`config.mk`:
```
export PLATFORM = sky130hd
export DESIGN_NAME = simba_top
export DESIGN_NICKNAME = d
export VERILOG_FILES = /design/src/verilog/simba_pkg.sv /design/src/verilog/csr_bus_if.sv /design/src/verilog/csr_demux.sv /design/src/verilog/csr_manager.sv /design/src/verilog/tcdm_streamer.sv /design/src/verilog/mul_core.sv /design/src/verilog/simba_top.sv
export VERILOG_INCLUDE_DIRS = /design/src /design/src/verilog
export SDC_FILE = /design/constraint.sdc
export NUM_CORES = 2
export LEC_CHECK = 0
export ABC_AREA = 1
export BUFFER_PORTS_ARGS = -buffer_cell sky130_fd_sc_hd__buf_2
export CAP_MARGIN = 0
export CORE_MARGIN = 2
export CORE_UTILIZATION = 55
export DETAILED_ROUTE_END_ITERATION = 12
export HOLD_SLACK_MARGIN = 0.1
export PLACE_DENSITY = 0.86
export SYNTH_ARGS = -nofsm -noshare
export SYNTH_HDL_FRONTEND = slang
export SYNTH_SLANG_ARGS = --single-unit
```
`constraint.sdc`:
```
create_clock -name clk_i -period 6.8 [get_ports clk_i]
set_clock_uncertainty 0.2 [all_clocks]
set_input_delay 0.34 -clock clk_i [delete_from_list [all_inputs] [get_ports clk_i]]
set_output_delay 0.34 -clock clk_i [all_outputs]
set_load 0.01 [all_outputs]
```
`src/verilog/simba_settings.svh`:
```
// Widths, CSR map split and CSR reset value of the multiply shell
// TCDM addresses count 32-bit words, not bytes
// Changing SIMBA_DATA_W also changes the product width in the core
`ifndef SIMBA_SETTINGS_SVH
`define SIMBA_SETTINGS_SVH

// --------------------
// Widths
// --------------------
// CSR and TCDM data word
`define SIMBA_DATA_W 32
// TCDM word address
`define SIMBA_TCDM_AW 12
`define SIMBA_CSR_AW 8
// Right shift applied to the 64-bit product
`define SIMBA_SHIFT_W 5

// --------------------
// CSR map
// --------------------
// First streamer CSR, manager CSRs sit below it
`define SIMBA_ADDR_SEL_OFFSET 16
// Reset value of every CSR
`define SIMBA_CSR_RST 32'h0000_0000

`endif

```
`src/verilog/simba_pkg.sv`:
```
// Shared types of the multiply shell
// Streamer CSR indices are relative to the select offset
`default_nettype none

`include "simba_settings.svh"

package simba_pkg;

  // Data and address words
  typedef logic [`SIMBA_DATA_W-1:0]  data_t;
  typedef logic [`SIMBA_TCDM_AW-1:0] tcdm_addr_t;
  typedef logic [`SIMBA_CSR_AW-1:0]  csr_addr_t;
  // Result shift amount
  typedef logic [`SIMBA_SHIFT_W-1:0] shift_t;

  // Manager CSRs, below the select offset
  typedef enum logic [`SIMBA_CSR_AW-1:0] {
    MGR_CTRL       = 0,  // write 1 starts a job
    MGR_SHIFT      = 1,
    MGR_STATUS     = 2,  // bit 0 busy
    MGR_DONE_COUNT = 3
  } mgr_csr_e;

  // Streamer CSRs, rebased by the demux
  typedef enum logic [`SIMBA_CSR_AW-1:0] {
    STR_BASE_A = 0,
    STR_BASE_B = 1,
    STR_BASE_C = 2,
    STR_LENGTH = 3
  } str_csr_e;

endpackage

`default_nettype wire

```
`src/verilog/csr_bus_if.sv`:
```
// One CSR request/response channel
// Every request gets exactly one response, write responses carry 0
`timescale 1ns/10ps
`default_nettype none

interface csr_bus_if;
  import simba_pkg::*;

  // Request side
  csr_addr_t addr;
  data_t     wdata;
  logic      write;
  logic      req_valid;
  logic      req_ready;

  // Response side
  data_t     rsp_data;
  logic      rsp_valid;
  logic      rsp_ready;

  // Host or demux side
  modport requester (
    output addr, wdata, write, req_valid, rsp_ready,
    input  req_ready, rsp_data, rsp_valid
  );

  // CSR block side
  modport responder (
    input  addr, wdata, write, req_valid, rsp_ready,
    output req_ready, rsp_data, rsp_valid
  );

endinterface

`default_nettype wire

```
`src/verilog/csr_demux.sv`:
```
// Splits host CSR traffic between manager and streamer by address
// One request outstanding at a time, response passes through combinationally
// Ready stays low until the first cycle out of reset
`timescale 1ns/10ps
`default_nettype none

`include "simba_settings.svh"

module csr_demux (
  input  wire logic    clk_i,
  input  wire logic    rst_n_i,
  csr_bus_if.responder host,
  csr_bus_if.requester to_mgr,
  csr_bus_if.requester to_str
);
  import simba_pkg::*;

  logic live_q;      // out of reset
  logic pend_q;      // response owed to host
  logic pend_str_q;  // streamer owes it
  logic sel_str;
  logic tgt_ready;
  logic open;

  // Address split
  assign sel_str   = (host.addr >= csr_addr_t'(`SIMBA_ADDR_SEL_OFFSET));
  assign tgt_ready = sel_str ? to_str.req_ready : to_mgr.req_ready;
  // Free to forward a new request
  assign open      = live_q & ~pend_q;

  assign host.req_ready = open & tgt_ready;

  // --------------------
  // Request fan-out
  // --------------------
  assign to_mgr.addr      = host.addr;
  assign to_mgr.wdata     = host.wdata;
  assign to_mgr.write     = host.write;
  assign to_mgr.req_valid = host.req_valid & open & ~sel_str;

  // Streamer sees indices from zero
  assign to_str.addr      = host.addr - csr_addr_t'(`SIMBA_ADDR_SEL_OFFSET);
  assign to_str.wdata     = host.wdata;
  assign to_str.write     = host.write;
  assign to_str.req_valid = host.req_valid & open & sel_str;

  // --------------------
  // Response mux
  // --------------------
  assign host.rsp_valid   = pend_q & (pend_str_q ? to_str.rsp_valid : to_mgr.rsp_valid);
  assign host.rsp_data    = pend_str_q ? to_str.rsp_data : to_mgr.rsp_data;
  assign to_mgr.rsp_ready = pend_q & ~pend_str_q & host.rsp_ready;
  assign to_str.rsp_ready = pend_q & pend_str_q & host.rsp_ready;

  always_ff @(posedge clk_i or negedge rst_n_i) begin
    if (!rst_n_i) begin
      live_q     <= 1'b0;
      pend_q     <= 1'b0;
      pend_str_q <= 1'b0;
    end else begin
      live_q <= 1'b1;
      // Remember who owes the response
      if (host.req_valid && host.req_ready) begin
        pend_q     <= 1'b1;
        pend_str_q <= sel_str;
      end else if (host.rsp_valid && host.rsp_ready) begin
        pend_q <= 1'b0;
      end
    end
  end

endmodule

`default_nettype wire

```
`src/verilog/csr_manager.sv`:
```
// Accelerator CSRs and job sequencing
// A CTRL write while busy is dropped, not queued
// Response comes one cycle after accept and is held until taken
`timescale 1ns/10ps
`default_nettype none

`include "simba_settings.svh"

module csr_manager (
  input  wire logic         clk_i,
  input  wire logic         rst_n_i,
  csr_bus_if.responder      csr,
  input  wire logic         done_i,
  output logic              start_o,
  output simba_pkg::shift_t shift_o
);
  import simba_pkg::*;

  shift_t shift_q;
  logic   busy_q;
  data_t  done_cnt_q;
  logic   rsp_valid_q;
  data_t  rsp_data_q;
  data_t  rd_data;
  logic   req_fire;
  logic   ctrl_start;

  assign req_fire      = csr.req_valid & csr.req_ready;
  // One request at a time
  assign csr.req_ready = ~rsp_valid_q;
  assign csr.rsp_valid = rsp_valid_q;
  assign csr.rsp_data  = rsp_data_q;
  assign shift_o       = shift_q;

  // Start only from idle
  assign ctrl_start = req_fire & csr.write & (csr.addr == MGR_CTRL)
                    & csr.wdata[0] & ~busy_q;

  // Read-back, unmapped and CTRL read as 0
  always_comb begin
    case (csr.addr)
      MGR_SHIFT:      rd_data = data_t'(shift_q);
      MGR_STATUS:     rd_data = data_t'(busy_q);
      MGR_DONE_COUNT: rd_data = done_cnt_q;
      default:        rd_data = '0;
    endcase
  end

  always_ff @(posedge clk_i or negedge rst_n_i) begin
    if (!rst_n_i) begin
      shift_q     <= shift_t'(`SIMBA_CSR_RST);
      busy_q      <= 1'b0;
      done_cnt_q  <= data_t'(`SIMBA_CSR_RST);
      start_o     <= 1'b0;
      rsp_valid_q <= 1'b0;
    end else begin
      // One-cycle start pulse
      start_o <= ctrl_start;
      if (ctrl_start) begin
        busy_q <= 1'b1;
      end else if (done_i) begin
        busy_q <= 1'b0;
      end
      // Completed jobs
      if (done_i) begin
        done_cnt_q <= done_cnt_q + data_t'(1);
      end
      if (req_fire && csr.write && (csr.addr == MGR_SHIFT)) begin
        shift_q <= csr.wdata[`SIMBA_SHIFT_W-1:0];
      end
      // Response handshake
      if (req_fire) begin
        rsp_valid_q <= 1'b1;
      end else if (csr.rsp_ready) begin
        rsp_valid_q <= 1'b0;
      end
    end
  end

  // Write responses carry 0
  always_ff @(posedge clk_i) begin
    if (req_fire) begin
      rsp_data_q <= csr.write ? '0 : rd_data;
    end
  end

endmodule

`default_nettype wire

```
`src/verilog/tcdm_streamer.sv`:
```
// Streamer CSRs and TCDM sequencing of one multiply job
// Reads A then B per index, writes results to BASE_C, writes win the port
// Read responses must come back in order, one per read
`timescale 1ns/10ps
`default_nettype none

`include "simba_settings.svh"

module tcdm_streamer (
  input  wire logic              clk_i,
  input  wire logic              rst_n_i,
  csr_bus_if.responder           csr,
  input  wire logic              start_i,
  output logic                   done_o,
  output logic                   tcdm_req_valid_o,
  input  wire logic              tcdm_req_ready_i,
  output logic                   tcdm_write_o,
  output simba_pkg::tcdm_addr_t  tcdm_addr_o,
  output simba_pkg::data_t       tcdm_wdata_o,
  input  wire logic              tcdm_rsp_valid_i,
  input  wire simba_pkg::data_t  tcdm_rsp_data_i,
  output simba_pkg::data_t       op_a_o,
  output simba_pkg::data_t       op_b_o,
  output logic                   op_valid_o,
  input  wire logic              op_ready_i,
  input  wire simba_pkg::data_t  res_i,
  input  wire logic              res_valid_i,
  output logic                   res_ready_o
);
  import simba_pkg::*;

  // CSR state
  data_t base_a_q;
  data_t base_b_q;
  data_t base_c_q;
  data_t len_q;
  logic  rsp_valid_q;
  data_t rsp_data_q;
  data_t rd_data;
  logic  req_fire;

  // Job state
  logic       active_q;
  logic       rd_b_q;      // next read is B
  logic       rsp_b_q;     // next response is B
  logic       b_out_q;     // B read not yet answered
  logic       req_last_q;  // request in flight is the last write
  data_t      rd_idx_q;
  data_t      wr_idx_q;
  data_t      a_hold_q;
  logic       port_free;
  logic       rd_go;
  logic       wr_go;
  logic       wr_fire;
  tcdm_addr_t rd_addr;
  tcdm_addr_t wr_addr;

  // --------------------
  // CSR access
  // --------------------
  assign req_fire      = csr.req_valid & csr.req_ready;
  assign csr.req_ready = ~rsp_valid_q;
  assign csr.rsp_valid = rsp_valid_q;
  assign csr.rsp_data  = rsp_data_q;

  always_comb begin
    case (csr.addr)
      STR_BASE_A: rd_data = base_a_q;
      STR_BASE_B: rd_data = base_b_q;
      STR_BASE_C: rd_data = base_c_q;
      STR_LENGTH: rd_data = len_q;
      default:    rd_data = '0;
    endcase
  end

  // --------------------
  // Port arbitration
  // --------------------
  // Request register empty or draining
  assign port_free   = ~tcdm_req_valid_o | tcdm_req_ready_i;
  assign res_ready_o = active_q & port_free;
  assign wr_go       = res_valid_i & res_ready_o;
  assign wr_fire     = tcdm_req_valid_o & tcdm_req_ready_i & tcdm_write_o;
  // B waits for the operand slot so its response has a place to land
  assign rd_go = active_q & (rd_idx_q < len_q) & (~rd_b_q | (~op_valid_o & ~b_out_q));

  assign rd_addr = (rd_b_q ? base_b_q[`SIMBA_TCDM_AW-1:0] : base_a_q[`SIMBA_TCDM_AW-1:0])
                 + rd_idx_q[`SIMBA_TCDM_AW-1:0];
  assign wr_addr = base_c_q[`SIMBA_TCDM_AW-1:0] + wr_idx_q[`SIMBA_TCDM_AW-1:0];

  always_ff @(posedge clk_i or negedge rst_n_i) begin
    if (!rst_n_i) begin
      base_a_q         <= data_t'(`SIMBA_CSR_RST);
      base_b_q         <= data_t'(`SIMBA_CSR_RST);
      base_c_q         <= data_t'(`SIMBA_CSR_RST);
      len_q            <= data_t'(`SIMBA_CSR_RST);
      rsp_valid_q      <= 1'b0;
      active_q         <= 1'b0;
      done_o           <= 1'b0;
      tcdm_req_valid_o <= 1'b0;
      tcdm_write_o     <= 1'b0;
      rd_b_q           <= 1'b0;
      rsp_b_q          <= 1'b0;
      b_out_q          <= 1'b0;
      req_last_q       <= 1'b0;
      op_valid_o       <= 1'b0;
      rd_idx_q         <= '0;
      wr_idx_q         <= '0;
    end else begin
      if (req_fire && csr.write) begin
        case (csr.addr)
          STR_BASE_A: base_a_q <= csr.wdata;
          STR_BASE_B: base_b_q <= csr.wdata;
          STR_BASE_C: base_c_q <= csr.wdata;
          STR_LENGTH: len_q    <= csr.wdata;
          default:    ;
        endcase
      end
      if (req_fire) begin
        rsp_valid_q <= 1'b1;
      end else if (csr.rsp_ready) begin
        rsp_valid_q <= 1'b0;
      end
      done_o <= 1'b0;
      // Load next request, write first
      if (port_free) begin
        tcdm_req_valid_o <= wr_go | rd_go;
        tcdm_write_o     <= wr_go;
      end
      if (wr_go) begin
        wr_idx_q   <= wr_idx_q + data_t'(1);
        req_last_q <= (wr_idx_q == len_q - data_t'(1));
      end else if (port_free && rd_go) begin
        rd_b_q <= ~rd_b_q;
        if (rd_b_q) begin
          rd_idx_q <= rd_idx_q + data_t'(1);
          b_out_q  <= 1'b1;
        end
      end
      // Responses alternate A, B
      if (op_valid_o && op_ready_i) begin
        op_valid_o <= 1'b0;
      end
      if (tcdm_rsp_valid_i) begin
        rsp_b_q <= ~rsp_b_q;
        if (rsp_b_q) begin
          b_out_q    <= 1'b0;
          op_valid_o <= 1'b1;
        end
      end
      // Last write gone, job over
      if (wr_fire && req_last_q) begin
        active_q <= 1'b0;
        done_o   <= 1'b1;
      end
      // Zero length finishes at once
      if (start_i) begin
        active_q <= (len_q != '0);
        done_o   <= (len_q == '0);
        rd_idx_q <= '0;
        wr_idx_q <= '0;
        rd_b_q   <= 1'b0;
        rsp_b_q  <= 1'b0;
        b_out_q  <= 1'b0;
      end
    end
  end

  // Payload registers
  always_ff @(posedge clk_i) begin
    if (req_fire) begin
      rsp_data_q <= csr.write ? '0 : rd_data;
    end
    if (port_free) begin
      tcdm_addr_o  <= wr_go ? wr_addr : rd_addr;
      tcdm_wdata_o <= res_i;
    end
    if (tcdm_rsp_valid_i) begin
      if (rsp_b_q) begin
        op_a_o <= a_hold_q;
        op_b_o <= tcdm_rsp_data_i;
      end else begin
        a_hold_q <= tcdm_rsp_data_i;
      end
    end
  end

endmodule

`default_nettype wire

```
`src/verilog/mul_core.sv`:
```
// Two-stage unsigned multiply, shift right, keep the low word
// Full stall: res_ready low freezes both stages and drops op_ready
`timescale 1ns/10ps
`default_nettype none

`include "simba_settings.svh"

module mul_core (
  input  wire logic              clk_i,
  input  wire logic              rst_n_i,
  input  wire simba_pkg::shift_t shift_i,
  input  wire simba_pkg::data_t  op_a_i,
  input  wire simba_pkg::data_t  op_b_i,
  input  wire logic              op_valid_i,
  output logic                   op_ready_o,
  output simba_pkg::data_t       res_o,
  output logic                   res_valid_o,
  input  wire logic              res_ready_i
);
  import simba_pkg::*;

  // Full-width product
  typedef logic [2*`SIMBA_DATA_W-1:0] prod_t;

  prod_t prod_q;
  logic  s1_valid_q;

  // Pipe moves only when the output can drain
  assign op_ready_o = res_ready_i;

  always_ff @(posedge clk_i or negedge rst_n_i) begin
    if (!rst_n_i) begin
      s1_valid_q  <= 1'b0;
      res_valid_o <= 1'b0;
    end else if (res_ready_i) begin
      s1_valid_q  <= op_valid_i;
      res_valid_o <= s1_valid_q;
    end
  end

  always_ff @(posedge clk_i) begin
    if (res_ready_i) begin
      // Stage 1 product, stage 2 shift and truncate
      prod_q <= prod_t'(op_a_i) * prod_t'(op_b_i);
      res_o  <= data_t'(prod_q >> shift_i);
    end
  end

endmodule

`default_nettype wire

```
`src/verilog/simba_top.sv`:
```
// Multiply shell top, host CSR and TCDM ports are plain signals
// Host CSRs below SIMBA_ADDR_SEL_OFFSET belong to the manager
`timescale 1ns/10ps
`default_nettype none

module simba_top (
  input  wire logic                 clk_i,
  input  wire logic                 rst_n_i,
  // Host CSR request
  input  wire simba_pkg::csr_addr_t csr_addr_i,
  input  wire simba_pkg::data_t     csr_wdata_i,
  input  wire logic                 csr_write_i,
  input  wire logic                 csr_req_valid_i,
  output logic                      csr_req_ready_o,
  // Host CSR response
  output simba_pkg::data_t          csr_rsp_data_o,
  output logic                      csr_rsp_valid_o,
  input  wire logic                 csr_rsp_ready_i,
  // TCDM port
  output logic                      tcdm_req_valid_o,
  input  wire logic                 tcdm_req_ready_i,
  output logic                      tcdm_write_o,
  output simba_pkg::tcdm_addr_t     tcdm_addr_o,
  output simba_pkg::data_t          tcdm_wdata_o,
  input  wire logic                 tcdm_rsp_valid_i,
  input  wire simba_pkg::data_t     tcdm_rsp_data_i
);
  import simba_pkg::*;

  csr_bus_if host_bus ();
  csr_bus_if mgr_bus ();
  csr_bus_if str_bus ();

  logic   start;
  logic   done;
  shift_t shift;
  data_t  op_a;
  data_t  op_b;
  logic   op_valid;
  logic   op_ready;
  data_t  res;
  logic   res_valid;
  logic   res_ready;

  // Host pins onto the bus
  assign host_bus.addr      = csr_addr_i;
  assign host_bus.wdata     = csr_wdata_i;
  assign host_bus.write     = csr_write_i;
  assign host_bus.req_valid = csr_req_valid_i;
  assign host_bus.rsp_ready = csr_rsp_ready_i;
  assign csr_req_ready_o    = host_bus.req_ready;
  assign csr_rsp_data_o     = host_bus.rsp_data;
  assign csr_rsp_valid_o    = host_bus.rsp_valid;

  // --------------------
  // Control
  // --------------------
  csr_demux i_csr_demux (
    .clk_i   ( clk_i    ),
    .rst_n_i ( rst_n_i  ),
    .host    ( host_bus ),
    .to_mgr  ( mgr_bus  ),
    .to_str  ( str_bus  )
  );

  csr_manager i_csr_manager (
    .clk_i   ( clk_i   ),
    .rst_n_i ( rst_n_i ),
    .csr     ( mgr_bus ),
    .done_i  ( done    ),
    .start_o ( start   ),
    .shift_o ( shift   )
  );

  // --------------------
  // Datapath
  // --------------------
  tcdm_streamer i_tcdm_streamer (
    .clk_i            ( clk_i            ),
    .rst_n_i          ( rst_n_i          ),
    .csr              ( str_bus          ),
    .start_i          ( start            ),
    .done_o           ( done             ),
    .tcdm_req_valid_o ( tcdm_req_valid_o ),
    .tcdm_req_ready_i ( tcdm_req_ready_i ),
    .tcdm_write_o     ( tcdm_write_o     ),
    .tcdm_addr_o      ( tcdm_addr_o      ),
    .tcdm_wdata_o     ( tcdm_wdata_o     ),
    .tcdm_rsp_valid_i ( tcdm_rsp_valid_i ),
    .tcdm_rsp_data_i  ( tcdm_rsp_data_i  ),
    .op_a_o           ( op_a             ),
    .op_b_o           ( op_b             ),
    .op_valid_o       ( op_valid         ),
    .op_ready_i       ( op_ready         ),
    .res_i            ( res              ),
    .res_valid_i      ( res_valid        ),
    .res_ready_o      ( res_ready        )
  );

  mul_core i_mul_core (
    .clk_i       ( clk_i     ),
    .rst_n_i     ( rst_n_i   ),
    .shift_i     ( shift     ),
    .op_a_i      ( op_a      ),
    .op_b_i      ( op_b      ),
    .op_valid_i  ( op_valid  ),
    .op_ready_o  ( op_ready  ),
    .res_o       ( res       ),
    .res_valid_o ( res_valid ),
    .res_ready_i ( res_ready )
  );

endmodule

`default_nettype wire

```
==> results.toml <==
[outcome]
outcome = "complete, but fails checks"
violations = "design-rule violations, negative setup slack"

[floorplan]
die_y_um = 341
start_util = 0.554
die_area_um2 = 116000
die_width_um = 341
coreArea_um2 = 112000
rows = 123
io_pins = 159

[timing]
finalHoldViolCount = 0
worstMarginPinSlew_ns = 1.00
layout_setup_ws_ns = -1.42
fin_crit_sh = 1.21
rsz0062_at_grt = "yes"
min_period_ns = 8.22
relSlewSlack = 0.331
final_max_slew_viol_count = 0
setup_violations = 46
timing.fmax_ghz = 0.122

[synthesis]
synth_top_area_cell = "fa_1"
synthesis.nets = 8935
synth_area_per_cell_um2 = 8.15
yosys_warnings = 0
ys_seq_elements = 546
synth_area_leaders = "fa_1 29%, edfxtp_1 14%, nand2_1 13%, inv_1 11%, dfrtp_1 9.9%"
synth_edf_count = 299
syn_area_um2 = 62300
synth_common_cells = "2110 x nand2_1, 1827 x inv_1, 897 x fa_1, 332 x o21ai_0, 318 x nor2_1"
synth_top_area_frac = 0.288
yosysMostFrequentCell = "nand2_1"
synthFlopType = "edfxtp_1"
ys_seq_area_frac = 0.243
syn_inst = 7644
async_reset_ff_frac = 0.452
synth.distinct_cells = 66

[drt]
post-route-drc-count = 2
finalWirelength_mm = 222
firstDrtPassIters = 13
viasPerCell = 5.85
detail-route-antenna-nets = 0
first_iter_violations = 7896
wire_per_inst_um = 22.8
num_vias = 56900

[critical_path]
slowest_stage = "fa_1"
arrival_ns = 8.48
cp.required_ns = 7.06
end_kind = "flip-flop"
crit_path_frequent_cell = "fa_1"
cp.buffers_inverters = 6
rrSetupSlack_ns = -1.42
crit_path_start_kind = "flip-flop"
cp_slowest_stage_delay_ns = 0.80
cp_max_fo = 6
crit_family = "adder cells"
crit_type = "reg -> reg"

[grt]
antenna_found_initial = 20
grt_start_max_net_pins = 107
grt_pass1_vias = 56800
grt_usage = 0.333
grt_pass1_wl_mm = 302
grt.overflow.total = 0

[place]
gp_congestion = 1.01
placedCellCount = 9417
port_buffers = 158
placed_area_um2 = 67500
dp_hpwl_mm = 143

[layout]
regMostFlops = "i_mul_core.prod_q"
fin_area_um2 = 74100
largest_reg_flops = 63
instances_no_fill = 9735
layout-drive-gt1-share = 0.162
nets = 9466
syn_to_final_growth_pct = 18.9

[cts]
cts_buffers = 60
clk_pin_slew_worst_paths_ns = 0.06
tritoncts = "built"
cts_root_buf = "clkbuf_16"
clock_sinks = 546
clk_latency_ns = 0.73
htree_levels = 2
clock_tree.buffer_depth = 3

[min_path]
min_path_type = "in -> async"

[run]
maxCapViolCount = 0
-- final timing paths --
check	start	to	depth (start not counted)
max	i_tcdm_streamer.op_b_o[7]	i_mul_core.prod_q[54]	25
min	rst_n_i	i_tcdm_streamer.rd_idx_q[8]	2
max reg2reg	i_tcdm_streamer.op_b_o[7]	i_mul_core.prod_q[54]	25
min reg2reg	i_mul_core.res_o[5]	i_tcdm_streamer.tcdm_wdata_o[5]	0
max in group asynchronous	rst_n_i	i_tcdm_streamer.len_q[29]	3
min in group clk_i	tcdm_rsp_data_i[6]	i_tcdm_streamer.op_b_o[6]	2
-- routing by layer --
layer,GRT usage,vias up,part of all wire
li1,-,23900,-
met1,0.372,26800,0.31
met2,0.558,4463,0.45
met3,0.0639,1727,0.13
met4,0.264,38,0.11
met5,0,-,0.0034
-- kinds of logic after synthesis --
group                      after synthesis  share of synthesized area
AOI/OAI and AO/OA                      668                     0.0598
xor gates and xnor gates               159                     0.0228
adders and majority gates             1212                      0.351
buffers and inverters                 2162                      0.131
DFF                                    546                      0.243
muxes                                   30                    0.00484
other                                    1                  0.0000602
and+or+nand+nor                       2866                      0.187
-- cell type report --
class	instances	area, um^2
clock buffer	86	1730
timing repair buffer	790	6770
sequential	546	15200
inverter	1841	6920
tap	1500	1880
clock inverter	28	357
multi-input combinational	4936	41200
fill	7836	38400
antenna	8	20.0
-- metrics by stage --
step | utilization | setup TNS, ns | worst slack [ns] | hold slack [ns]
floorplan | - | 0 | 0.0844 | -0.156
global placement | 0.600 | -8.62 | -0.349 | 0.201
detailed placement | 0.600 | -11.96 | -0.447 | 0.205
CTS | 0.643 | -3.34 | -0.218 | 0.140
global route | 0.658 | -61.17 | -1.66 | 0.168
finish | 0.658 | -50.92 | -1.42 | 0.0724
-- timing repair --
action	in CTS	in global routing
pin swaps	137	160
resized for setup	335	372
hold buffers	79	0
gates cloned	3	3
buffers inserted	69	55
hold endpoints to repair	318	0
endpoints found under the setup margin	44	47
-- cell usage in the layout, fill, tap and decap left out, types with 76 or more instances in the layout --
cell           Yosys  layout
inv_2             11      86
a21oi_1          164     118
o21ai_0          332     306
fa_1             897     838
xor2_1           112      99
dlygate4sd3_1      0      79
edfxtp_1         299     299
buf_6              1     109
ha_1             315     272
nand3_1          229     213
inv_1           1827    1746
dfrtp_1          247     245
buf_2             24     157
buf_4              3     394
nand2_1         2110    2026
nor2_1           318     268
nor3_1            83      76
Power is left out: the tool's default activity adds up to more than one toggle a clock period on the data nets, which glitch-free logic cannot reach.
